$ cat config.mk
export PLATFORM = sky130hd
export DESIGN_NAME = timer_dev_flat
export DESIGN_NICKNAME = d
export VERILOG_FILES = /design/src/periph_pkg.sv /design/src/dev_bus_if.sv /design/src/timer_dev.sv /design/src/flat_wrapper.sv
export VERILOG_INCLUDE_DIRS = /design/src
export SDC_FILE = /design/constraint.sdc
export NUM_CORES = 1
export LEC_CHECK = 0
export ABC_AREA = 1
export BUFFER_PORTS_ARGS = -buffer_cell sky130_fd_sc_hd__clkbuf_2
export CORE_MARGIN = 2
export CORE_UTILIZATION = 40
export DETAILED_ROUTE_END_ITERATION = 16
export GPL_TIMING_DRIVEN = 0
export PLACE_DENSITY = 0.65
export REMOVE_ABC_BUFFERS = 1
export SETUP_SLACK_MARGIN = 0.4
export SLEW_MARGIN = 15
export SYNTH_ARGS = -nofsm -noshare
export SYNTH_HDL_FRONTEND = slang
export SYNTH_SLANG_ARGS = --single-unit
export TNS_END_PERCENT = 20
$ cat constraint.sdc
create_clock -name clk_sys_i -period 5 [get_ports clk_sys_i]
set_input_delay 0.75 -clock clk_sys_i [delete_from_list [all_inputs] [get_ports clk_sys_i]]
set_output_delay 0.75 -clock clk_sys_i [all_outputs]
set_load 0.02 [all_outputs]
$ cat src/periph_macros.svh
/*
 * Address map, register offsets and bus widths of the peripheral subsystem
 */
`ifndef PERIPH_MACROS_SVH
`define PERIPH_MACROS_SVH

`define PERIPH_ADDR_W 32
`define PERIPH_DATA_W 32
`define PERIPH_BE_W   4

// Device windows, 4 KiB each
`define RAM_BASE   32'h0010_0000
`define RAM_MASK   32'hFFFF_F000
`define RAM_WORDS  1024
`define GPIO_BASE  32'h8000_0000
`define GPIO_MASK  32'hFFFF_F000
`define TIMER_BASE 32'h8000_2000
`define TIMER_MASK 32'hFFFF_F000

`define DEV_OFS_W 12 // In-window byte offset

`define GPIO_OUT_OFS      12'h000
`define GPIO_IN_OFS       12'h004
`define TIMER_TIME_LO_OFS 12'h000
`define TIMER_TIME_HI_OFS 12'h004
`define TIMER_CMP_LO_OFS  12'h008
`define TIMER_CMP_HI_OFS  12'h00C

`define GPI_W 8
`define GPO_W 16

`endif

$ cat src/periph_pkg.sv
/*
 * Shared types: device select and bus operation enums
 */
`default_nettype none

package periph_pkg;

  // Owner of an access, DevNone for unmapped or misaligned
  typedef enum logic [1:0] {
    DevRam,
    DevGpio,
    DevTimer,
    DevNone
  } dev_sel_e;

  typedef enum logic {
    OpRead,
    OpWrite
  } bus_op_e;

endpackage

`default_nettype wire

$ cat src/dev_bus_if.sv
/*
 * Per-device request and read data interface, host and device modports
 */
`timescale 1ns/1ps
`default_nettype none

`include "periph_macros.svh"

interface dev_bus_if;

  logic                      req;    // One-cycle strobe
  periph_pkg::bus_op_e       op;
  logic [`DEV_OFS_W-1:0]     offset; // Byte offset within the window, word aligned
  logic [`PERIPH_BE_W-1:0]   be;
  logic [`PERIPH_DATA_W-1:0] wdata;
  logic [`PERIPH_DATA_W-1:0] rdata;  // Held until the next read

  modport host (
    output req,
    output op,
    output offset,
    output be,
    output wdata,
    input  rdata
  );

  modport device (
    input  req,
    input  op,
    input  offset,
    input  be,
    input  wdata,
    output rdata
  );

endinterface

`default_nettype wire

$ cat src/timer_dev.sv
/*
 * Machine timer: 64-bit free-running time, 64-bit compare, registered irq
 */
`timescale 1ns/1ps
`default_nettype none

`include "periph_macros.svh"

module timer_dev (
  input  logic      clk_sys_i,
  input  logic      rst_sys_ni,
  dev_bus_if.device bus,
  output logic      irq_o
);

  logic [63:0] time_q;
  logic [63:0] cmp_q;
  logic        wr;

  assign wr = bus.req && (bus.op == periph_pkg::OpWrite);

  // Bus writes land after the increment so they win
  always_ff @(posedge clk_sys_i or negedge rst_sys_ni) begin
    if (!rst_sys_ni) begin
      time_q <= '0;
      cmp_q  <= '1; // Parked out of reach
      irq_o  <= 1'b0;
    end else begin
      time_q <= time_q + 64'd1;
      irq_o  <= time_q >= cmp_q;
      if (wr) begin
        for (int b = 0; b < `PERIPH_BE_W; b++) begin
          if (bus.be[b]) begin
            case (bus.offset)
              `TIMER_TIME_LO_OFS: time_q[8*b +: 8]      <= bus.wdata[8*b +: 8];
              `TIMER_TIME_HI_OFS: time_q[32 + 8*b +: 8] <= bus.wdata[8*b +: 8];
              `TIMER_CMP_LO_OFS:  cmp_q[8*b +: 8]       <= bus.wdata[8*b +: 8];
              `TIMER_CMP_HI_OFS:  cmp_q[32 + 8*b +: 8]  <= bus.wdata[8*b +: 8];
              default: ;
            endcase
          end
        end
      end
    end
  end

  always_ff @(posedge clk_sys_i) begin
    if (bus.req && (bus.op == periph_pkg::OpRead)) begin
      case (bus.offset)
        `TIMER_TIME_LO_OFS: bus.rdata <= time_q[31:0];
        `TIMER_TIME_HI_OFS: bus.rdata <= time_q[63:32];
        `TIMER_CMP_LO_OFS:  bus.rdata <= cmp_q[31:0];
        `TIMER_CMP_HI_OFS:  bus.rdata <= cmp_q[63:32];
        default:            bus.rdata <= '0;
      endcase
    end
  end

  // Compare resets high, so irq stays quiet for the first cycles
  a_irq_low_after_reset: assert property (@(posedge clk_sys_i)
    !rst_sys_ni |=> !irq_o [*2]);

endmodule

`default_nettype wire
$ cat src/flat_wrapper.sv
// flat-port wrapper written by rule: the top's interface ports become plain ports
module timer_dev_flat 
  (clk_sys_i, rst_sys_ni, irq_o, bus_req, bus_op, bus_offset, bus_be, bus_wdata, bus_rdata);
  dev_bus_if bus_i ();
  input  logic clk_sys_i;
  input  logic rst_sys_ni;
  output logic irq_o;
  input wire logic [$bits(bus_i.req)-1:0] bus_req;
  input wire logic [$bits(bus_i.op)-1:0] bus_op;
  input wire logic [$bits(bus_i.offset)-1:0] bus_offset;
  input wire logic [$bits(bus_i.be)-1:0] bus_be;
  input wire logic [$bits(bus_i.wdata)-1:0] bus_wdata;
  output wire logic [$bits(bus_i.rdata)-1:0] bus_rdata;
  assign bus_i.req = bus_req;
  assign bus_i.op = bus_op;
  assign bus_i.offset = bus_offset;
  assign bus_i.be = bus_be;
  assign bus_i.wdata = bus_wdata;
  assign bus_rdata = bus_i.rdata;
  timer_dev u_core (.clk_sys_i(clk_sys_i), .rst_sys_ni(rst_sys_ni), .bus(bus_i), .irq_o(irq_o));
endmodule
==> flow_metrics.tcl <==
set metrics [dict create \
    run_status "finished, final reports clean" \
    detail_route.first_pass.iterations 5 \
    criticalPathCategory "input pin to register" \
    critPathSlowestCell "sky130_fd_sc_hd__nand3_1" \
    global_route_wire_length_before_repair_um 54150 \
    overall_via_count_from_detail_route 9841 \
    register_area_mm2 0.004269 \
    drive_above_1_share 0.1469 \
    holdBufCountCts 0 \
    final_util 0.4598 \
    postCtsSetupRepairBufs 0 \
    routed_wire_length_per_instance_um 18.29 \
    yosys_top_cell_by_area "sky130_fd_sc_hd__nand2_1" \
    ff2ff_path_depth 10 \
    detail_route.drc_violations 0 \
    pre_cts_ws_ns 0.8638 \
    antenna_found_initial 0 \
    regToRegSetupSlack_ns 2.55 \
    ys_types 40 \
    clkSlewWorstSetupHoldPaths_ns 0.07 \
    dpl_cell_area_mm2 0.01149 \
    antenna-diode-count 0 \
    yosys_register_bits 161 \
    netlist_top_cells_area "sky130_fd_sc_hd__nand2_1 (16%), sky130_fd_sc_hd__dfstp_2 (16%), sky130_fd_sc_hd__dfrtp_1 (15%)" \
    cts_tree "done" \
    insertion_delay_ns 0.44 \
    worst_setup_path_start_kind "input pin" \
    ctsLongestPathBuffers 2 \
    finalSetupViolCount 0 \
    drt_iter0_drc 840 \
    post-route-min-period_ns 3.707 \
    synthFlopType "sky130_fd_sc_hd__dfrtp_1" \
    p_leak_nw 5.840 \
    post-dp-hpwl_um 26780 \
    average_via_count_per_standard_cell 5.177 \
    fin_nets 1670 \
    die_w_um 167.9 \
    gr-total-overflow 0 \
    r2r_start "u_core.cmp_q[63]" \
    hold_viol 0 \
    io_pins 85 \
    reg2reg_to "u_core.irq_o" \
    post_synth.cell_area_avg_um2 7.292 \
    synth_top_area_share 0.1583 \
    worst-endpoint-arrival_ns 4.03 \
    ys_top_cells_by_count "sky130_fd_sc_hd__nand2_1 (453), sky130_fd_sc_hd__inv_1 (229), sky130_fd_sc_hd__nor2_1 (154)" \
    slew_headroom 0.2799 \
    synth.most_common_cell "sky130_fd_sc_hd__nand2_1" \
    rsz0062_at_grt "false" \
    worstPathRequired_ns 5.32 \
    number_of_global_route_vias_before_repair 9346 \
    post_syn_area_mm2 0.01074 \
    synth_edf_count 32 \
    worst_pin_slew_ns 1.077 \
    worst_path_largest_cell_delay_ns 0.90 \
    synthesis.yosys.warnings 0 \
    crit_chain "clkbuf_2 > nor2_1 > nand2_1 > nor2_4 > nand3_1 > inv_2 > nand2_1 > nand3_1 > nand2_1" \
    fp.dieH_um 167.9 \
    finalMaxSlewViolations 0 \
    hold_class "input pin to asynchronous set/reset pin" \
    critical_path.endpoint_type "register" \
    ys_async_sr_fraction 0.8012 \
    initial_core_util 0.4099 \
    core_region_area_mm2 0.02621 \
    cp_common_cell "sky130_fd_sc_hd__nand2_1" \
    worst-path-max-fanout 25 \
    gp_weighted_congestion 0.9703 \
    syn2layout_area_growth_pct 12.17 \
    cts_inserted_buffers 17 \
    grt_util_all_layers 0.2532 \
    max-cap-violations 0 \
    wirelength_um 34770 \
    final_instance_area_mm2 0.01205 \
    die-area_mm2 0.02818 \
    finClkSkew_ns 0.008653 \
    fin_tns_setup_ns 0 \
    clockRootBuffer "sky130_fd_sc_hd__clkbuf_16" \
    final_worst_path_setup_slack_ns 1.293 \
    final.period_utilization 0.7413 \
    power.density_mw_per_mm2 242.4 \
    placementRows 59 \
    power.ir.vdd_worst_mv 0.1535 \
    ant_nets 0 \
    clkSinkCount 161 \
    syn-instance-count 1473 \
    buffer_ports.inserted 84 \
    cts-htree-levels 4 \
    max_clock_freq_mhz 269.8 \
    report.power.total_mw 2.921 \
    cts-resized-gates 0 \
    grt_max_degree 71 \
    multi_input_area_mm2 0.005425 \
    fillCellCount 2680 \
    synth.yosys.seq_area_share 0.3974 \
]
==> worst max-delay path: cells and delay by family <==
family / cells / cell delay [ns]
AND/OR/NAND/NOR: 7 / 2.28
buffers and inverters: 2 / 0.98
==> cell families after synthesis <==
kind of cell / share of synthesized area
simple gates: 0.3034
compound gates: 0.1019
fa+ha+maj: 0.07571
flops: 0.3974
xor+xnor: 0.02283
buf+inv: 0.09866
==> power by group <==
group	switching [mW]	internal, mW	total [mW]	leakage [nW]
clock	0.610	0.692	1.30	0.264
sequential	0.0450	1.37	1.41	1.74
combinational	0.138	0.0667	0.205	3.84
==> cells in the final DEF (no fill, tap or decap), types with 4 or more instances in the layout <==
| cell type | synthesis | final |
|---|---|---|
| sky130_fd_sc_hd__nand2_1 | 453 | 453 |
| sky130_fd_sc_hd__inv_1 | 229 | 229 |
| sky130_fd_sc_hd__nor2_1 | 154 | 153 |
| sky130_fd_sc_hd__clkbuf_2 | 0 | 83 |
| sky130_fd_sc_hd__nand3_1 | 66 | 65 |
| sky130_fd_sc_hd__ha_1 | 65 | 65 |
| sky130_fd_sc_hd__dfrtp_1 | 65 | 65 |
| sky130_fd_sc_hd__dfstp_2 | 64 | 64 |
| sky130_fd_sc_hd__o21ai_1 | 55 | 55 |
| sky130_fd_sc_hd__o21ai_0 | 52 | 52 |
| sky130_fd_sc_hd__a21oi_1 | 40 | 40 |
| sky130_fd_sc_hd__edfxtp_1 | 32 | 32 |
| sky130_fd_sc_hd__o2111ai_1 | 25 | 25 |
| sky130_fd_sc_hd__nand4_1 | 23 | 23 |
| sky130_fd_sc_hd__xor2_1 | 21 | 21 |
| sky130_fd_sc_hd__clkbuf_16 | 0 | 17 |
| sky130_fd_sc_hd__o22ai_1 | 14 | 14 |
| sky130_fd_sc_hd__nor3_1 | 11 | 11 |
| sky130_fd_sc_hd__nand3_2 | 9 | 10 |
| sky130_fd_sc_hd__nand2_2 | 8 | 8 |
| sky130_fd_sc_hd__inv_2 | 7 | 7 |
| sky130_fd_sc_hd__xnor2_1 | 7 | 7 |
| sky130_fd_sc_hd__nor2_2 | 6 | 6 |
| sky130_fd_sc_hd__nor2_4 | 4 | 5 |
| sky130_fd_sc_hd__or2_2 | 5 | 5 |
| sky130_fd_sc_hd__or2_0 | 4 | 4 |
| sky130_fd_sc_hd__nand3b_1 | 4 | 4 |
| sky130_fd_sc_hd__inv_6 | 0 | 4 |
| sky130_fd_sc_hd__clkinvlp_4 | 0 | 4 |
==> state kept, by name, indices dropped and copies added (netlist names) <==
name / count
u_core.bus.rdata: 32
u_core.cmp_q: 64
u_core.irq_o: 1
u_core.time_q: 64
==> layer usage <==
metal  GRT usage  up-vias  routed length, µm
li1            -     4866                  -
met1      0.3595     4610              16090
met2      0.4060      314              15870
met3     0.03526       51               2130
met4     0.06881        0                680
met5           0        -                  0
==> through the flow <==
stage | hold WS (ns) | instances
5_1_grt | 0.3360 | 1901
2_1_floorplan | 0.4544 | 1448
4_1_cts | 0.3124 | 1901
3_3_place_gp | 0.5644 | 1867
3_5_place_dp | 0.5690 | 1869
6_report | 0.3059 | 1901
==> worst max path at each step <==
stage | startpoint | end | slack [ns] | cells after the start
finish | bus_offset[9] | u_core.time_q[46] | 1.29 | 9
global route | bus_offset[9] | u_core.time_q[40] | 1.13 | 10
CTS | bus_offset[9] | u_core.time_q[40] | 1.32 | 10
detailed placement | bus_offset[9] | u_core.time_q[40] | 0.86 | 10
global placement | bus_offset[11] | u_core.time_q[40] | 0.91 | 10
floorplan | bus_req | u_core.bus.rdata[0] | 2.44 | 2
==> cell type report <==
type,count,share of cell area
Multi-Input combinational cell,1048,0.4503
Sequential cell,161,0.3543
Inverter,239,0.07456
Timing Repair Buffer,86,0.03956
Clock buffer,18,0.03562
Tap cell,335,0.03479
Clock inverter,14,0.01090
Note: power is estimated with default switching activity, not from simulation.
