[config.mk]
export PLATFORM = sky130hd
export DESIGN_NAME = bus_decoder_flat
export DESIGN_NICKNAME = d
export VERILOG_FILES = /design/src/periph_pkg.sv /design/src/dev_bus_if.sv /design/src/bus_decoder.sv /design/src/flat_wrapper.sv
export VERILOG_INCLUDE_DIRS = /design/src
export SDC_FILE = /design/constraint.sdc
export NUM_CORES = 1
export LEC_CHECK = 0
export ABC_CLOCK_PERIOD_IN_PS = 1350
export BUFFER_PORTS_ARGS = -buffer_cell sky130_fd_sc_hd__clkbuf_2
export CORE_AREA = 2 2 127 129
export DETAILED_ROUTE_END_ITERATION = 16
export DIE_AREA = 0 0 129 131
export GPL_ROUTABILITY_DRIVEN = 0
export PLACE_DENSITY_LB_ADDON = 0.2
export SYNTH_ARGS = -nofsm -noshare
export SYNTH_HDL_FRONTEND = slang
export SYNTH_SLANG_ARGS = --single-unit
[constraint.sdc]
create_clock -name vclk -period 1.35
set_input_delay 0.2025 -clock vclk [all_inputs]
set_output_delay 0.2025 -clock vclk [all_outputs]
set_load 0.01 [all_outputs]
[src/periph_macros.svh]
/*
 * Address map, register offsets and bus widths of the peripheral subsystem
 */
`ifndef PERIPH_MACROS_SVH
`define PERIPH_MACROS_SVH

`define PERIPH_ADDR_W 32
`define PERIPH_DATA_W 32
`define PERIPH_BE_W   4

// Device windows, 4 KiB each
`define RAM_BASE   32'h0010_0000
`define RAM_MASK   32'hFFFF_F000
`define RAM_WORDS  1024
`define GPIO_BASE  32'h8000_0000
`define GPIO_MASK  32'hFFFF_F000
`define TIMER_BASE 32'h8000_2000
`define TIMER_MASK 32'hFFFF_F000

`define DEV_OFS_W 12 // In-window byte offset

`define GPIO_OUT_OFS      12'h000
`define GPIO_IN_OFS       12'h004
`define TIMER_TIME_LO_OFS 12'h000
`define TIMER_TIME_HI_OFS 12'h004
`define TIMER_CMP_LO_OFS  12'h008
`define TIMER_CMP_HI_OFS  12'h00C

`define GPI_W 8
`define GPO_W 16

`endif

[src/periph_pkg.sv]
/*
 * Shared types: device select and bus operation enums
 */
`default_nettype none

package periph_pkg;

  // Owner of an access, DevNone for unmapped or misaligned
  typedef enum logic [1:0] {
    DevRam,
    DevGpio,
    DevTimer,
    DevNone
  } dev_sel_e;

  typedef enum logic {
    OpRead,
    OpWrite
  } bus_op_e;

endpackage

`default_nettype wire

[src/dev_bus_if.sv]
/*
 * Per-device request and read data interface, host and device modports
 */
`timescale 1ns/1ps
`default_nettype none

`include "periph_macros.svh"

interface dev_bus_if;

  logic                      req;    // One-cycle strobe
  periph_pkg::bus_op_e       op;
  logic [`DEV_OFS_W-1:0]     offset; // Byte offset within the window, word aligned
  logic [`PERIPH_BE_W-1:0]   be;
  logic [`PERIPH_DATA_W-1:0] wdata;
  logic [`PERIPH_DATA_W-1:0] rdata;  // Held until the next read

  modport host (
    output req,
    output op,
    output offset,
    output be,
    output wdata,
    input  rdata
  );

  modport device (
    input  req,
    input  op,
    input  offset,
    input  be,
    input  wdata,
    output rdata
  );

endinterface

`default_nettype wire

[src/bus_decoder.sv]
/*
 * Request intake, address window decode, alignment check
 * and per-device request strobes
 */
`timescale 1ns/1ps
`default_nettype none

`include "periph_macros.svh"

module bus_decoder (
  input  logic                      clk_sys_i,
  input  logic                      rst_sys_ni,

  input  logic                      req_valid_i,
  output logic                      req_ready_o,
  input  logic                      req_we_i,
  input  logic [`PERIPH_ADDR_W-1:0] req_addr_i,
  input  logic [`PERIPH_DATA_W-1:0] req_wdata_i,
  input  logic [`PERIPH_BE_W-1:0]   req_be_i,

  input  logic                      slot_free_i,
  output logic                      accept_o,
  output periph_pkg::dev_sel_e      sel_o,

  dev_bus_if.host                   ram_bus,
  dev_bus_if.host                   gpio_bus,
  dev_bus_if.host                   timer_bus
);

  logic hit_ram;
  logic hit_gpio;
  logic hit_timer;
  logic aligned;
  periph_pkg::bus_op_e op;

  assign hit_ram   = (req_addr_i & `RAM_MASK) == `RAM_BASE;
  assign hit_gpio  = (req_addr_i & `GPIO_MASK) == `GPIO_BASE;
  assign hit_timer = (req_addr_i & `TIMER_MASK) == `TIMER_BASE;
  assign aligned   = req_addr_i[1:0] == 2'b00;

  always_comb begin
    if (!aligned) begin
      sel_o = periph_pkg::DevNone;
    end else if (hit_ram) begin
      sel_o = periph_pkg::DevRam;
    end else if (hit_gpio) begin
      sel_o = periph_pkg::DevGpio;
    end else if (hit_timer) begin
      sel_o = periph_pkg::DevTimer;
    end else begin
      sel_o = periph_pkg::DevNone; // No window matched
    end
  end

  // Ready waits only on the response slot as there is one host
  assign req_ready_o = slot_free_i;
  assign accept_o    = req_valid_i & slot_free_i;

  assign op = req_we_i ? periph_pkg::OpWrite : periph_pkg::OpRead;

  assign ram_bus.req    = accept_o & (sel_o == periph_pkg::DevRam);
  assign ram_bus.op     = op;
  assign ram_bus.offset = req_addr_i[`DEV_OFS_W-1:0];
  assign ram_bus.be     = req_be_i;
  assign ram_bus.wdata  = req_wdata_i;

  assign gpio_bus.req    = accept_o & (sel_o == periph_pkg::DevGpio);
  assign gpio_bus.op     = op;
  assign gpio_bus.offset = req_addr_i[`DEV_OFS_W-1:0];
  assign gpio_bus.be     = req_be_i;
  assign gpio_bus.wdata  = req_wdata_i;

  assign timer_bus.req    = accept_o & (sel_o == periph_pkg::DevTimer);
  assign timer_bus.op     = op;
  assign timer_bus.offset = req_addr_i[`DEV_OFS_W-1:0];
  assign timer_bus.be     = req_be_i;
  assign timer_bus.wdata  = req_wdata_i;

  // Device windows never overlap, so at most one device owns a request
  a_win_onehot: assert property (@(posedge clk_sys_i) disable iff (!rst_sys_ni)
    req_valid_i |-> $onehot0({hit_ram, hit_gpio, hit_timer}));

  // Stalled request keeps its fields
  a_req_held: assert property (@(posedge clk_sys_i) disable iff (!rst_sys_ni)
    req_valid_i && !req_ready_o |=>
      req_valid_i && $stable(req_we_i) && $stable(req_addr_i) &&
      $stable(req_be_i) && $stable(req_wdata_i));

endmodule

`default_nettype wire

[src/flat_wrapper.sv]
// flat-port wrapper written by rule: the top's interface ports become plain ports
module bus_decoder_flat 
  (clk_sys_i, rst_sys_ni, req_valid_i, req_ready_o, req_we_i, req_addr_i, req_wdata_i, req_be_i, slot_free_i, accept_o, sel_o, ram_bus_req, ram_bus_op, ram_bus_offset, ram_bus_be, ram_bus_wdata, ram_bus_rdata, gpio_bus_req, gpio_bus_op, gpio_bus_offset, gpio_bus_be, gpio_bus_wdata, gpio_bus_rdata, timer_bus_req, timer_bus_op, timer_bus_offset, timer_bus_be, timer_bus_wdata, timer_bus_rdata);
  dev_bus_if ram_bus_i ();
  dev_bus_if gpio_bus_i ();
  dev_bus_if timer_bus_i ();
  input  logic clk_sys_i;
  input  logic rst_sys_ni;
  input  logic req_valid_i;
  output logic req_ready_o;
  input  logic req_we_i;
  input  logic [`PERIPH_ADDR_W-1:0] req_addr_i;
  input  logic [`PERIPH_DATA_W-1:0] req_wdata_i;
  input  logic [`PERIPH_BE_W-1:0] req_be_i;
  input  logic slot_free_i;
  output logic accept_o;
  output periph_pkg::dev_sel_e sel_o;
  output wire logic [$bits(ram_bus_i.req)-1:0] ram_bus_req;
  output wire logic [$bits(ram_bus_i.op)-1:0] ram_bus_op;
  output wire logic [$bits(ram_bus_i.offset)-1:0] ram_bus_offset;
  output wire logic [$bits(ram_bus_i.be)-1:0] ram_bus_be;
  output wire logic [$bits(ram_bus_i.wdata)-1:0] ram_bus_wdata;
  input wire logic [$bits(ram_bus_i.rdata)-1:0] ram_bus_rdata;
  output wire logic [$bits(gpio_bus_i.req)-1:0] gpio_bus_req;
  output wire logic [$bits(gpio_bus_i.op)-1:0] gpio_bus_op;
  output wire logic [$bits(gpio_bus_i.offset)-1:0] gpio_bus_offset;
  output wire logic [$bits(gpio_bus_i.be)-1:0] gpio_bus_be;
  output wire logic [$bits(gpio_bus_i.wdata)-1:0] gpio_bus_wdata;
  input wire logic [$bits(gpio_bus_i.rdata)-1:0] gpio_bus_rdata;
  output wire logic [$bits(timer_bus_i.req)-1:0] timer_bus_req;
  output wire logic [$bits(timer_bus_i.op)-1:0] timer_bus_op;
  output wire logic [$bits(timer_bus_i.offset)-1:0] timer_bus_offset;
  output wire logic [$bits(timer_bus_i.be)-1:0] timer_bus_be;
  output wire logic [$bits(timer_bus_i.wdata)-1:0] timer_bus_wdata;
  input wire logic [$bits(timer_bus_i.rdata)-1:0] timer_bus_rdata;
  assign ram_bus_req = ram_bus_i.req;
  assign ram_bus_op = ram_bus_i.op;
  assign ram_bus_offset = ram_bus_i.offset;
  assign ram_bus_be = ram_bus_i.be;
  assign ram_bus_wdata = ram_bus_i.wdata;
  assign ram_bus_i.rdata = ram_bus_rdata;
  assign gpio_bus_req = gpio_bus_i.req;
  assign gpio_bus_op = gpio_bus_i.op;
  assign gpio_bus_offset = gpio_bus_i.offset;
  assign gpio_bus_be = gpio_bus_i.be;
  assign gpio_bus_wdata = gpio_bus_i.wdata;
  assign gpio_bus_i.rdata = gpio_bus_rdata;
  assign timer_bus_req = timer_bus_i.req;
  assign timer_bus_op = timer_bus_i.op;
  assign timer_bus_offset = timer_bus_i.offset;
  assign timer_bus_be = timer_bus_i.be;
  assign timer_bus_wdata = timer_bus_i.wdata;
  assign timer_bus_i.rdata = timer_bus_rdata;
  bus_decoder u_core (.clk_sys_i(clk_sys_i), .rst_sys_ni(rst_sys_ni), .req_valid_i(req_valid_i), .req_ready_o(req_ready_o), .req_we_i(req_we_i), .req_addr_i(req_addr_i), .req_wdata_i(req_wdata_i), .req_be_i(req_be_i), .slot_free_i(slot_free_i), .accept_o(accept_o), .sel_o(sel_o), .ram_bus(ram_bus_i), .gpio_bus(gpio_bus_i), .timer_bus(timer_bus_i));
endmodule
==> out/qor.yml <==
status: "complete, but fails checks"
failed_checks: "negative setup slack"
min-delay-start: "req_addr_i[4]"
vias: 419
core_region_area_um2: 15600
drcViolationCount: 0
die_area_um2: 16900
place_ws_ps: -220
io_buffers: 37
power_density_nw_per_um2: 148
fp.dieW_um: 129
ctsHoldBuffers: 0
grt_max_degree: 7
yosysUniqueCellTypes: 15
cts_setup_buffers: 0
postSynthAreaPerCell_um2: 7.44
cp_max_fo: 4
drive_gt1_share_pct: 82.0
flops_and_latches: 0
power_w: 0.000110
grt-ovfl-total: 0
syn_inst: 168
grt_pass1_vias: 438
clkPwrFrac_pct: 0
wirelength_um: 1980
p_leak_nw: 0.230
area_growth_pct: -40.3
setup_viol: 5
critPathKind: "in2out"
worstMarginPinSlew_ps: 221
fin_ws_ps: -166
dp_hpwl_um: 1690
syn_nets: 337
nNetsFinal: 232
synth.cell_area_um2: 1250
slew_viol_final: 0
placementRows: 46
max_freq_ghz: 0.660
power.internal_w: 0.0000600
cp.required_ps: 1150
antennaDiodeCount: 0
min_period_over_period_pct: 112
die_h_um: 131
hold_class: "in2out"
start_kind: "input port"
dr.pass1.iters: 2
nClkBuffers: 0
final-hold-violation-count: 0
slew_headroom_pct: 85.2
wl_per_cell_um: 7.14
grt_antenna_before_repair: 0
synth_warnings: 0
worstSetupEndpointType: "output port"
initial_utilization_pct: 8.01
drv_cap: 0
period_minus_slack_ps: 1520
irDropWorstVdd_uv: 35.9
drtIter0Drc: 4
io_pins: 323
ant_nets: 0
swShare_pct: 45.5
rsz0062_at_grt: "yes"
grt_pass1_wl_um: 2500
regArea_um2: 0
grt_use_total_pct: 1.90
comb_power_share_pct: 100.0
crit_start: "req_addr_i[30]"
yosysSeqAreaShare_pct: 0
vias_per_cell: 1.51
arrival_ps: 1310
p_sw_w: 0.0000501
seqPwrFrac_pct: 0
[power by group through the flow]
stage | logic, W | clock network [W] | registers (W)
global placement | 0.0000929 | 0 | 0
detailed placement | 0.0000921 | 0 | 0
floorplan | 0.000469 | 0 | 0
global route | 0.000121 | 0 | 0
CTS | 0.0000952 | 0 | 0
finish | 0.000110 | 0 | 0
[metrics by stage]
step / hold WS (ps) / instance area [um^2] / util, % / std cells / TNS (ps)
after CTS: 405 / 676 / 4.33 / 277 / -903
after floorplan: 459 / 1280 / - / 168 / -0.865
after detailed placement: 405 / 659 / 4.23 / 277 / -914
final: 405 / 746 / 4.78 / 277 / -598
after global routing: 405 / 746 / 4.78 / 277 / -909
after global placement: 405 / 659 / 4.23 / 277 / -892
[critical path, cell delays in order]
cell and delay (ps):
buf_6 100, nor4_4 270, nand2_2 110, buf_6 140, or3_1 360, clkbuf_2 130
[cells in the mapped netlist, drive strengths merged]
master	instances	area, um^2
nor4	7	62.6
nor3	1	5.00
nand2	2	7.51
a21oi	1	5.00
nor3b	1	7.51
xnor2	1	8.76
nand3	1	5.00
inv	1	3.75
and2	1	6.26
buf	148	1110
or4	1	7.51
nor2b	1	6.26
or3	1	6.26
nand3b	1	7.51
[kinds of logic (layout without fill, tap and decap cells)]
kind of cell / Yosys count / count (layout) / synth area share [%]
AO/OA/AOI/OAI: 1 / 1 / 0.400
XOR/XNOR: 1 / 1 / 0.701
buffers and inverters: 149 / 42 / 89.2
AND/OR/NAND/NOR: 17 / 17 / 9.71
[cell usage in the layout (no fill, tap or decap), types with 2 or more instances in the layout]
cell      instances
nor4_4            5
clkbuf_2         28
buf_2             3
buf_6             7
buf_4             2
[repair_timing]
item / in CTS / in global routing
gates resized for setup: 3 / 18
pin swaps: 6 / 5
cloned: 0 / 0
endpoints found under the setup margin: 5 / 5
[metal layers]
| layer | vias to the layer above | routed length, um | track usage, % |
|---|---|---|---|
| li1 | 163 | - | - |
| met5 | - | 0 | 0 |
| met3 | 32 | 642 | 2.24 |
| met4 | 0 | 183 | 2.30 |
| met2 | 72 | 809 | 2.99 |
| met1 | 152 | 342 | 0.854 |
[layout make-up]
cell class / instances / area (um^2)
fillers: 1849 / 14900
inverters: 1 / 3.75
multi-input cells: 19 / 209
well taps: 216 / 270
repair buffers: 41 / 263
[worst paths after layout]
kind / end / slack, ps / depth (start not counted)
min: ram_bus_offset[4] / 410 / 0
max: sel_o[0] / -170 / 6
No activity file was read; power rests on OpenSTA's default activity.
