`config.mk`:
```
export PLATFORM = sky130hd
export DESIGN_NAME = gpio_dev_flat
export DESIGN_NICKNAME = d
export VERILOG_FILES = /design/src/periph_pkg.sv /design/src/dev_bus_if.sv /design/src/gpio_dev.sv /design/src/flat_wrapper.sv
export VERILOG_INCLUDE_DIRS = /design/src
export SDC_FILE = /design/constraint.sdc
export NUM_CORES = 1
export LEC_CHECK = 0
export ABC_CLOCK_PERIOD_IN_PS = 800
export BUFFER_PORTS_ARGS = -buffer_cell sky130_fd_sc_hd__buf_2
export CAP_MARGIN = 20
export CORE_UTILIZATION = 40
export CTS_BUF_LIST = sky130_fd_sc_hd__clkbuf_2
export CTS_CLUSTER_DIAMETER = 100
export DETAILED_ROUTE_END_ITERATION = 12
export PLACE_DENSITY = 0.77
export SYNTH_ARGS = -nofsm -noshare
export SYNTH_HDL_FRONTEND = slang
export SYNTH_SLANG_ARGS = --single-unit
```
`constraint.sdc`:
```
create_clock -name clk_sys_i -period 0.8 [get_ports clk_sys_i]
set_input_delay 0.16 -clock clk_sys_i [delete_from_list [all_inputs] [get_ports clk_sys_i]]
set_output_delay 0.16 -clock clk_sys_i [all_outputs]
set_load 0.02 [all_outputs]
```
`src/periph_macros.svh`:
```
/*
 * Address map, register offsets and bus widths of the peripheral subsystem
 */
`ifndef PERIPH_MACROS_SVH
`define PERIPH_MACROS_SVH

`define PERIPH_ADDR_W 32
`define PERIPH_DATA_W 32
`define PERIPH_BE_W   4

// Device windows, 4 KiB each
`define RAM_BASE   32'h0010_0000
`define RAM_MASK   32'hFFFF_F000
`define RAM_WORDS  1024
`define GPIO_BASE  32'h8000_0000
`define GPIO_MASK  32'hFFFF_F000
`define TIMER_BASE 32'h8000_2000
`define TIMER_MASK 32'hFFFF_F000

`define DEV_OFS_W 12 // In-window byte offset

`define GPIO_OUT_OFS      12'h000
`define GPIO_IN_OFS       12'h004
`define TIMER_TIME_LO_OFS 12'h000
`define TIMER_TIME_HI_OFS 12'h004
`define TIMER_CMP_LO_OFS  12'h008
`define TIMER_CMP_HI_OFS  12'h00C

`define GPI_W 8
`define GPO_W 16

`endif

```
`src/periph_pkg.sv`:
```
/*
 * Shared types: device select and bus operation enums
 */
`default_nettype none

package periph_pkg;

  // Owner of an access, DevNone for unmapped or misaligned
  typedef enum logic [1:0] {
    DevRam,
    DevGpio,
    DevTimer,
    DevNone
  } dev_sel_e;

  typedef enum logic {
    OpRead,
    OpWrite
  } bus_op_e;

endpackage

`default_nettype wire

```
`src/dev_bus_if.sv`:
```
/*
 * Per-device request and read data interface, host and device modports
 */
`timescale 1ns/1ps
`default_nettype none

`include "periph_macros.svh"

interface dev_bus_if;

  logic                      req;    // One-cycle strobe
  periph_pkg::bus_op_e       op;
  logic [`DEV_OFS_W-1:0]     offset; // Byte offset within the window, word aligned
  logic [`PERIPH_BE_W-1:0]   be;
  logic [`PERIPH_DATA_W-1:0] wdata;
  logic [`PERIPH_DATA_W-1:0] rdata;  // Held until the next read

  modport host (
    output req,
    output op,
    output offset,
    output be,
    output wdata,
    input  rdata
  );

  modport device (
    input  req,
    input  op,
    input  offset,
    input  be,
    input  wdata,
    output rdata
  );

endinterface

`default_nettype wire

```
`src/gpio_dev.sv`:
```
/*
 * GPIO: byte-writable output register and two-flop synchronized input
 */
`timescale 1ns/1ps
`default_nettype none

`include "periph_macros.svh"

module gpio_dev (
  input  logic              clk_sys_i,
  input  logic              rst_sys_ni,
  dev_bus_if.device         bus,
  input  logic [`GPI_W-1:0] gp_i,
  output logic [`GPO_W-1:0] gp_o
);

  logic [`GPO_W-1:0] gpo_q;
  logic [`GPI_W-1:0] gpi_meta_q; // First sync stage
  logic [`GPI_W-1:0] gpi_q;
  logic              wr_out;

  assign wr_out = bus.req && (bus.op == periph_pkg::OpWrite) && (bus.offset == `GPIO_OUT_OFS);

  always_ff @(posedge clk_sys_i or negedge rst_sys_ni) begin
    if (!rst_sys_ni) begin
      gpo_q      <= '0;
      gpi_meta_q <= '0;
      gpi_q      <= '0;
    end else begin
      gpi_meta_q <= gp_i;
      gpi_q      <= gpi_meta_q;
      if (wr_out) begin
        for (int b = 0; b < `GPO_W / 8; b++) begin
          if (bus.be[b]) begin
            gpo_q[8*b +: 8] <= bus.wdata[8*b +: 8];
          end
        end
      end
    end
  end

  assign gp_o = gpo_q;

  always_ff @(posedge clk_sys_i) begin
    if (bus.req && (bus.op == periph_pkg::OpRead)) begin
      case (bus.offset)
        `GPIO_OUT_OFS: bus.rdata <= `PERIPH_DATA_W'(gpo_q);
        `GPIO_IN_OFS:  bus.rdata <= `PERIPH_DATA_W'(gpi_q);
        default:       bus.rdata <= '0; // Unused offsets read zero
      endcase
    end
  end

endmodule

`default_nettype wire

```
`src/flat_wrapper.sv`:
```
// flat-port wrapper written by rule: the top's interface ports become plain ports
module gpio_dev_flat 
  (clk_sys_i, rst_sys_ni, gp_i, gp_o, bus_req, bus_op, bus_offset, bus_be, bus_wdata, bus_rdata);
  dev_bus_if bus_i ();
  input  logic clk_sys_i;
  input  logic rst_sys_ni;
  input  logic [`GPI_W-1:0] gp_i;
  output logic [`GPO_W-1:0] gp_o;
  input wire logic [$bits(bus_i.req)-1:0] bus_req;
  input wire logic [$bits(bus_i.op)-1:0] bus_op;
  input wire logic [$bits(bus_i.offset)-1:0] bus_offset;
  input wire logic [$bits(bus_i.be)-1:0] bus_be;
  input wire logic [$bits(bus_i.wdata)-1:0] bus_wdata;
  output wire logic [$bits(bus_i.rdata)-1:0] bus_rdata;
  assign bus_i.req = bus_req;
  assign bus_i.op = bus_op;
  assign bus_i.offset = bus_offset;
  assign bus_i.be = bus_be;
  assign bus_i.wdata = bus_wdata;
  assign bus_rdata = bus_i.rdata;
  gpio_dev u_core (.clk_sys_i(clk_sys_i), .rst_sys_ni(rst_sys_ni), .bus(bus_i), .gp_i(gp_i), .gp_o(gp_o));
endmodule
```
==> reports/results.ini, run 1 <==
[worst_setup_path]
crit_type = in2reg
end_kind = register
r2r-start = u_core.gp_o[1]
rr_worst_depth = 3
critical_path_arrival_ps = 1650
max_stage_delay_ps = 580
critPathMaxFanout = 8
crit_start = bus_offset[0]
crit_family = simple AND/OR/NAND/NOR gates
cp_data_required_time_ps = 1120
ff2ff_setup_slack_ps = -330
crit_path_end = u_core.gp_o[2]
cp.depth = 5
cp_num_buf_inv = 2
cp_slowest_cell = or4_4
cpMostUsedCell = buf_6
worstReg2RegEnd = u_core.bus.rdata[1]
critPathLaunchType = input pin
crit_chain = buf_6 > or4_4 > nor4_4 > buf_6 > mux2_4

[clock_tree]
htree_levels = 2
path_clk_slew_ps = 290
clk_latency_ps = 460
clock-sinks = 48
clk_path_buf_depth = 2
root_buffer = clkbuf_2
cts_tree = done
cts_buffers = 5

[place]
place_inst = 247
gp_congestion = 0.752
numPortBuffers = 73
dpl_worst_slack_ps = -1030
hpwl_um = 2570

[yosys]
synth_ff_type = dfrtp_1
async_flop_share_pct = 66.7
synth_seq_area_share_pct = 68.8
synth_cell_types = 16
ys_seq_elements = 48
yosysWarnings = 0
synth_top_area_cell = dfrtp_1
synth_area_sq_um = 1860
synthTopCellsByArea = dfrtp_1 43%, edfxtp_1 26%, mux2_2 9.7%
synth_commonest_cells = 32 x dfrtp_1, 16 x buf_4, 16 x edfxtp_1, 16 x mux2_2
syn_inst = 117
synth_edf_count = 16
yosysMostFrequentCell = dfrtp_1
avgSynthCellArea_sq_um = 15.9
synth_top_cell_area_share_pct = 43.0

[final_layout]
multiInputGateArea_sq_um = 646
final_layout_size_suffix_gt1_share_pct = 59.0
diodes = 0
fin_cells = 301
seq_area_sq_um = 1280
nets = 308
fillers = 260
utilization_pct = 70.8
area.growth.synth_to_final_pct = 67.9

[job]
maxCapViolCount = 0

[global_routing]
grt_pass1_wl_um = 7530
grt_max_degree = 33
grt_antenna_before_repair = 0
grt-ovfl-total = 0
grt_usage_pct = 20.8
grt_pass1_vias = 1451

[die]
dieArea_sq_um = 4930
core_sq_um = 4410
die_h_um = 70.2
die_w_um = 70.2
row_count = 24
initial_core_util_pct = 42.2
io_pins = 108

[sta]
drv_slew = 0
period_needed_ps = 1320
fin_skew_ps = 57.0
whs_ps = 148
rsz0062_at_grt = true
setup_ws_ps = -524
fmax_mhz = 755
setup_violations = 64
hold_viol = 0
tns_ps = -27250
period_share_pct = 166

[drt]
via_per_inst = 4.72
vias = 1422
first_pass_iters = 4
ant_nets = 0
drc = 0
drt_iter0_markers = 89
wire_per_inst_um = 17.5
routed_wirelength_um = 5270

[power_and_ir_drop]
powerDensity_nw_per_um2 = 1450
leakagePower_nw = 1.51
ir_drop_mv = 0.883

[status]
violations = setup timing
status = finished, violations left

[worst_hold_path]
hp-class = in2async

-- logic make-up (layout without fill, tap and decap cells) --
| logic type | Yosys count | count (layout) | synth area share, % |
|---|---|---|---|
| flops | 48 | 48 | 68.8 |
| buf+inv | 18 | 135 | 6.86 |
| simple gates | 26 | 26 | 10.1 |
| mux | 24 | 24 | 14.0 |
| other cells | 1 | 16 | 0.201 |
-- per-stage QoR --
stage / cell area, sq um / power [mW]
global placement: 2310 / 3.04
global route: 3130 / 4.73
finish: 3130 / 4.55
detailed placement: 2310 / 3.05
CTS: 2940 / 4.48
floorplan: 1930 / 2.90
-- cell type report --
cell class	instances	area share (%)
Timing Repair Buffer	127	34.1
Tap cell	52	2.08
Multi-Input combinational cell	66	20.6
Sequential cell	48	41.0
Clock inverter	3	1.44
Clock buffer	5	0.800
-- repair_timing --
item                                    CTS  global route
setup buffers                            14             7
resized for setup                        57            42
pin swaps                                12            10
endpoints found under the setup margin   64            64
endpoints found under the hold margin    56             0
hold buffers                             25             0
-- routing by layer --
layer / GRT usage (%) / share of wire [%] / up-vias
li1: - / - / 635
met1: 24.3 / 41 / 698
met2: 35.2 / 50 / 75
met3: 6.35 / 5.9 / 14
met4: 8.89 / 2.7 / 0
met5: 0 / 0 / -
-- report_power, final --
part | total (mW) | leakage, nW | internal (mW) | switching [mW]
Combinational | 0.535 | 0.911 | 0.263 | 0.272
Clock | 1.38 | 0.0439 | 0.543 | 0.834
Sequential | 2.64 | 0.559 | 2.61 | 0.0280
Total | 4.55 | 1.51 | 3.42 | 1.13
-- registers in the layout, indices dropped and copies added (netlist names) --
register,cells
u_core.bus.rdata,16
u_core.gp_o,16
u_core.gpi_meta_q,8
u_core.gpi_q,8
-- worst min-delay path by stage --
stage          slack, ps  cells after the start         endpoint
2_1_floorplan       -140                      0   u_core.gp_o[0]
3_3_place_gp         120                      2   u_core.gp_o[5]
3_5_place_dp         130                      2   u_core.gp_o[0]
4_1_cts              140                      3  u_core.gp_o[12]
5_1_grt              130                      3   u_core.gp_o[0]
6_report             150                      3  u_core.gp_o[12]
-- layout by cell type (no fill, tap or decap), drive strengths merged --
cell | Yosys | routed
dfrtp | 32 | 32
conb | 1 | 16
nor2 | 8 | 8
edfxtp | 16 | 16
mux2i | 8 | 8
nand4b | 2 | 2
or4 | 2 | 2
mux2 | 16 | 16
nor2b | 1 | 1
dlygate4sd3 | 0 | 25
inv | 0 | 2
bufinv | 0 | 1
buf | 16 | 102
or3 | 2 | 2
and2 | 8 | 8
clkbuf | 2 | 5
nor4 | 3 | 3
-- worst register-to-register path, delay by kind of cell (launching register included) --
kind,cells,cell delay (ps)
flops,1,460
mux,1,270
buf+inv,1,140
simple gates,1,60
(Power assumes the default switching activity.)
==> run 2: changes to the inputs <==
Settings changed: CELL_PAD_IN_SITES_DETAIL_PLACEMENT set to 1, CELL_PAD_IN_SITES_GLOBAL_PLACEMENT set to 1, CORE_UTILIZATION 40 to 31, PLACE_DENSITY 0.77 to not set, PLACE_DENSITY_LB_ADDON set to 0.1.
==> run 2 against run 1 <==
  * The run still ends with setup timing left
  * Worst setup slack improved by 17 ps
  * Wire length fell by 13%
  * Sequential share of layout area is 1.4 points higher
  * Combinational power fell by 3%
  * Worst hold slack improved by 61 ps
  * Die area rose by 28%
  * Critical path type unchanged
  * Critical endpoint is now u_core.gp_o[4]
  * Largest power group unchanged
==> reports/results.ini, run 2 (synthesis results as in run 1) <==
[final_layout]
multiInputGateArea_sq_um = 593  ; was 646 sq um
area.growth.synth_to_final_pct = 62.5  ; was 67.9%
final_layout_size_suffix_gt1_share_pct = 55.5  ; was 59.0%
final_cell_mix = 44 x buf_2, 32 x dfrtp_1, 31 x buf_6  ; was 43 x buf_2, 35 x buf_6, 32 x dfrtp_1
seq_area_sq_um = 1280  ; unchanged
final_area_sq_um = 3030  ; was 3130 sq um
final_common_cell = buf_2  ; unchanged
fillers = 590  ; was 260
diodes = 0  ; unchanged
nets = 304  ; was 308

[worst_setup_path]
crit_start = bus_offset[6]  ; was bus_offset[0]
worstReg2RegEnd = u_core.bus.rdata[7]  ; was u_core.bus.rdata[1]
ff2ff_setup_slack_ps = -310  ; was -330 ps
cpMostUsedCell = buf_6  ; unchanged
r2r-start = u_core.gp_o[7]  ; was u_core.gp_o[1]
critPathLaunchType = input pin  ; unchanged
critPathMaxFanout = 8  ; unchanged
rr_worst_depth = 4  ; was 3
crit_path_end = u_core.gp_o[4]  ; was u_core.gp_o[2]
cp_slowest_cell = or4_4  ; unchanged
max_stage_delay_ps = 580  ; about the same
critical_path_arrival_ps = 1630  ; was 1650 ps
crit_chain = buf_6 > or4_4 > nor4_4 > buf_6 > mux2_4  ; unchanged
cp_data_required_time_ps = 1120  ; about the same
end_kind = register  ; unchanged
crit_type = in2reg  ; unchanged

[job]
maxCapViolCount = 0  ; unchanged

[sta]
hold_viol = 0  ; unchanged
period_needed_ps = 1310  ; was 1320 ps
period_share_pct = 163  ; was 166%
fin_skew_ps = 4.65  ; was 57.0 ps
setup_violations = 64  ; unchanged
tns_ps = -25600  ; was -27250 ps
drv_slew = 0  ; unchanged
rsz0062_at_grt = true  ; unchanged
whs_ps = 209  ; was 148 ps
fmax_mhz = 765  ; was 755 MHz
setup_ws_ps = -507  ; was -524 ps

[die]
row_count = 27  ; was 24
die_w_um = 79.5  ; was 70.2 um
core_sq_um = 5640  ; was 4410 sq um
initial_core_util_pct = 33.0  ; was 42.2%
io_pins = 108  ; unchanged
die_h_um = 79.5  ; was 70.2 um
dieArea_sq_um = 6320  ; was 4930 sq um

[power_and_ir_drop]
ir_drop_mv = 0.704  ; was 0.883 mV
leakagePower_nw = 1.46  ; was 1.51 nW
p_total_mw = 4.14  ; was 4.55 mW
powerDensity_nw_per_um2 = 1370  ; was 1450 nW/um^2

[status]
violations = setup timing  ; unchanged
status = finished, violations left  ; unchanged

[drt]
via_per_inst = 4.27  ; was 4.72
drc = 0  ; unchanged
ant_nets = 0  ; unchanged
vias = 1354  ; was 1422
routed_wirelength_um = 4570  ; was 5270 um
first_pass_iters = 2  ; was 4
drt_iter0_markers = 17  ; was 89
wire_per_inst_um = 14.4  ; was 17.5 um

[clock_tree]
root_buffer = clkbuf_2  ; unchanged
cts_tree = done  ; unchanged
cts_buffers = 5  ; unchanged
htree_levels = 2  ; unchanged
path_clk_slew_ps = 230  ; was 290 ps
clk_latency_ps = 400  ; was 460 ps
clk_path_buf_depth = 2  ; unchanged
clock-sinks = 48  ; unchanged

[place]
placed_area_sq_um = 2340  ; was 2310 sq um
dpl_worst_slack_ps = -1030  ; about the same
gp_congestion = 0.741  ; was 0.752
hpwl_um = 2930  ; was 2570 um
numPortBuffers = 73  ; unchanged

[worst_hold_path]
hp-class = in2async  ; unchanged

[global_routing]
grt_pass1_vias = 1419  ; was 1451
grt_antenna_before_repair = 0  ; unchanged
grt_usage_pct = 15.2  ; was 20.8%
grt_pass1_wl_um = 6980  ; was 7530 um
grt_max_degree = 33  ; unchanged
grt-ovfl-total = 0  ; unchanged

run 2: metal layers:
layer | up-vias | share of wire (%) | global-route usage [%] | wire length [um]
met5 | - | 0 | 0 | 0
met4 | 0 | 1.8 | 4.91 | 81
met3 | 8 | 6.7 | 4.23 | 308
met2 | 64 | 54 | 28.4 | 2460
met1 | 652 | 38 | 16.2 | 1710
li1 | 630 | - | - | -
run 2: worst min path at each step:
stage                     cells past startpoint          start              end  slack [ps]
after floorplan                               0     rst_sys_ni   u_core.gp_o[0]        -140
after global placement                        2     rst_sys_ni  u_core.gpi_q[6]         130
after detailed placement                      2     rst_sys_ni  u_core.gpi_q[6]         130
after CTS                                     2  bus_wdata[12]  u_core.gp_o[12]          20
after global routing                          3     rst_sys_ni   u_core.gp_o[2]         170
final                                         3     rst_sys_ni  u_core.gpi_q[6]         210
run 2: worst max-delay path: cells and delay by family:
family / cells / cell delay [ps]
multiplexers: 1 / 310
AND/OR/NAND/NOR: 2 / 870
buffers and inverters: 2 / 290
run 2: stage by stage:
step	util, %	std cells
6_report	53.6	317
5_1_grt	53.6	317
4_1_cts	51.4	312
3_5_place_dp	41.5	267
3_3_place_gp	41.5	267
2_1_floorplan	-	132
run 2: layout make-up:
class,count,area share [%]
flip-flops and latches,48,42.3
repair buffers,123,33.6
well taps,72,2.98
multi-input cells,66,19.6
clock buffers,7,1.16
clock inverters,1,0.289
run 2: timing repair:
item                                   4_1_cts  5_1_grt
buffers inserted                            13        4
hold buffers                                24        1
setup endpoints to repair                   64       64
endpoints found under the hold margin       55        1
pin swaps                                   12        0
gates resized for setup                     53       27
run 2: report_power, final:
part / internal (mW) / leakage (nW) / switching, mW
clock network: 0.249 / 0.0332 / 0.739
logic: 0.260 / 0.863 / 0.259
registers: 2.61 / 0.559 / 0.0231
total: 3.12 / 1.46 / 1.02
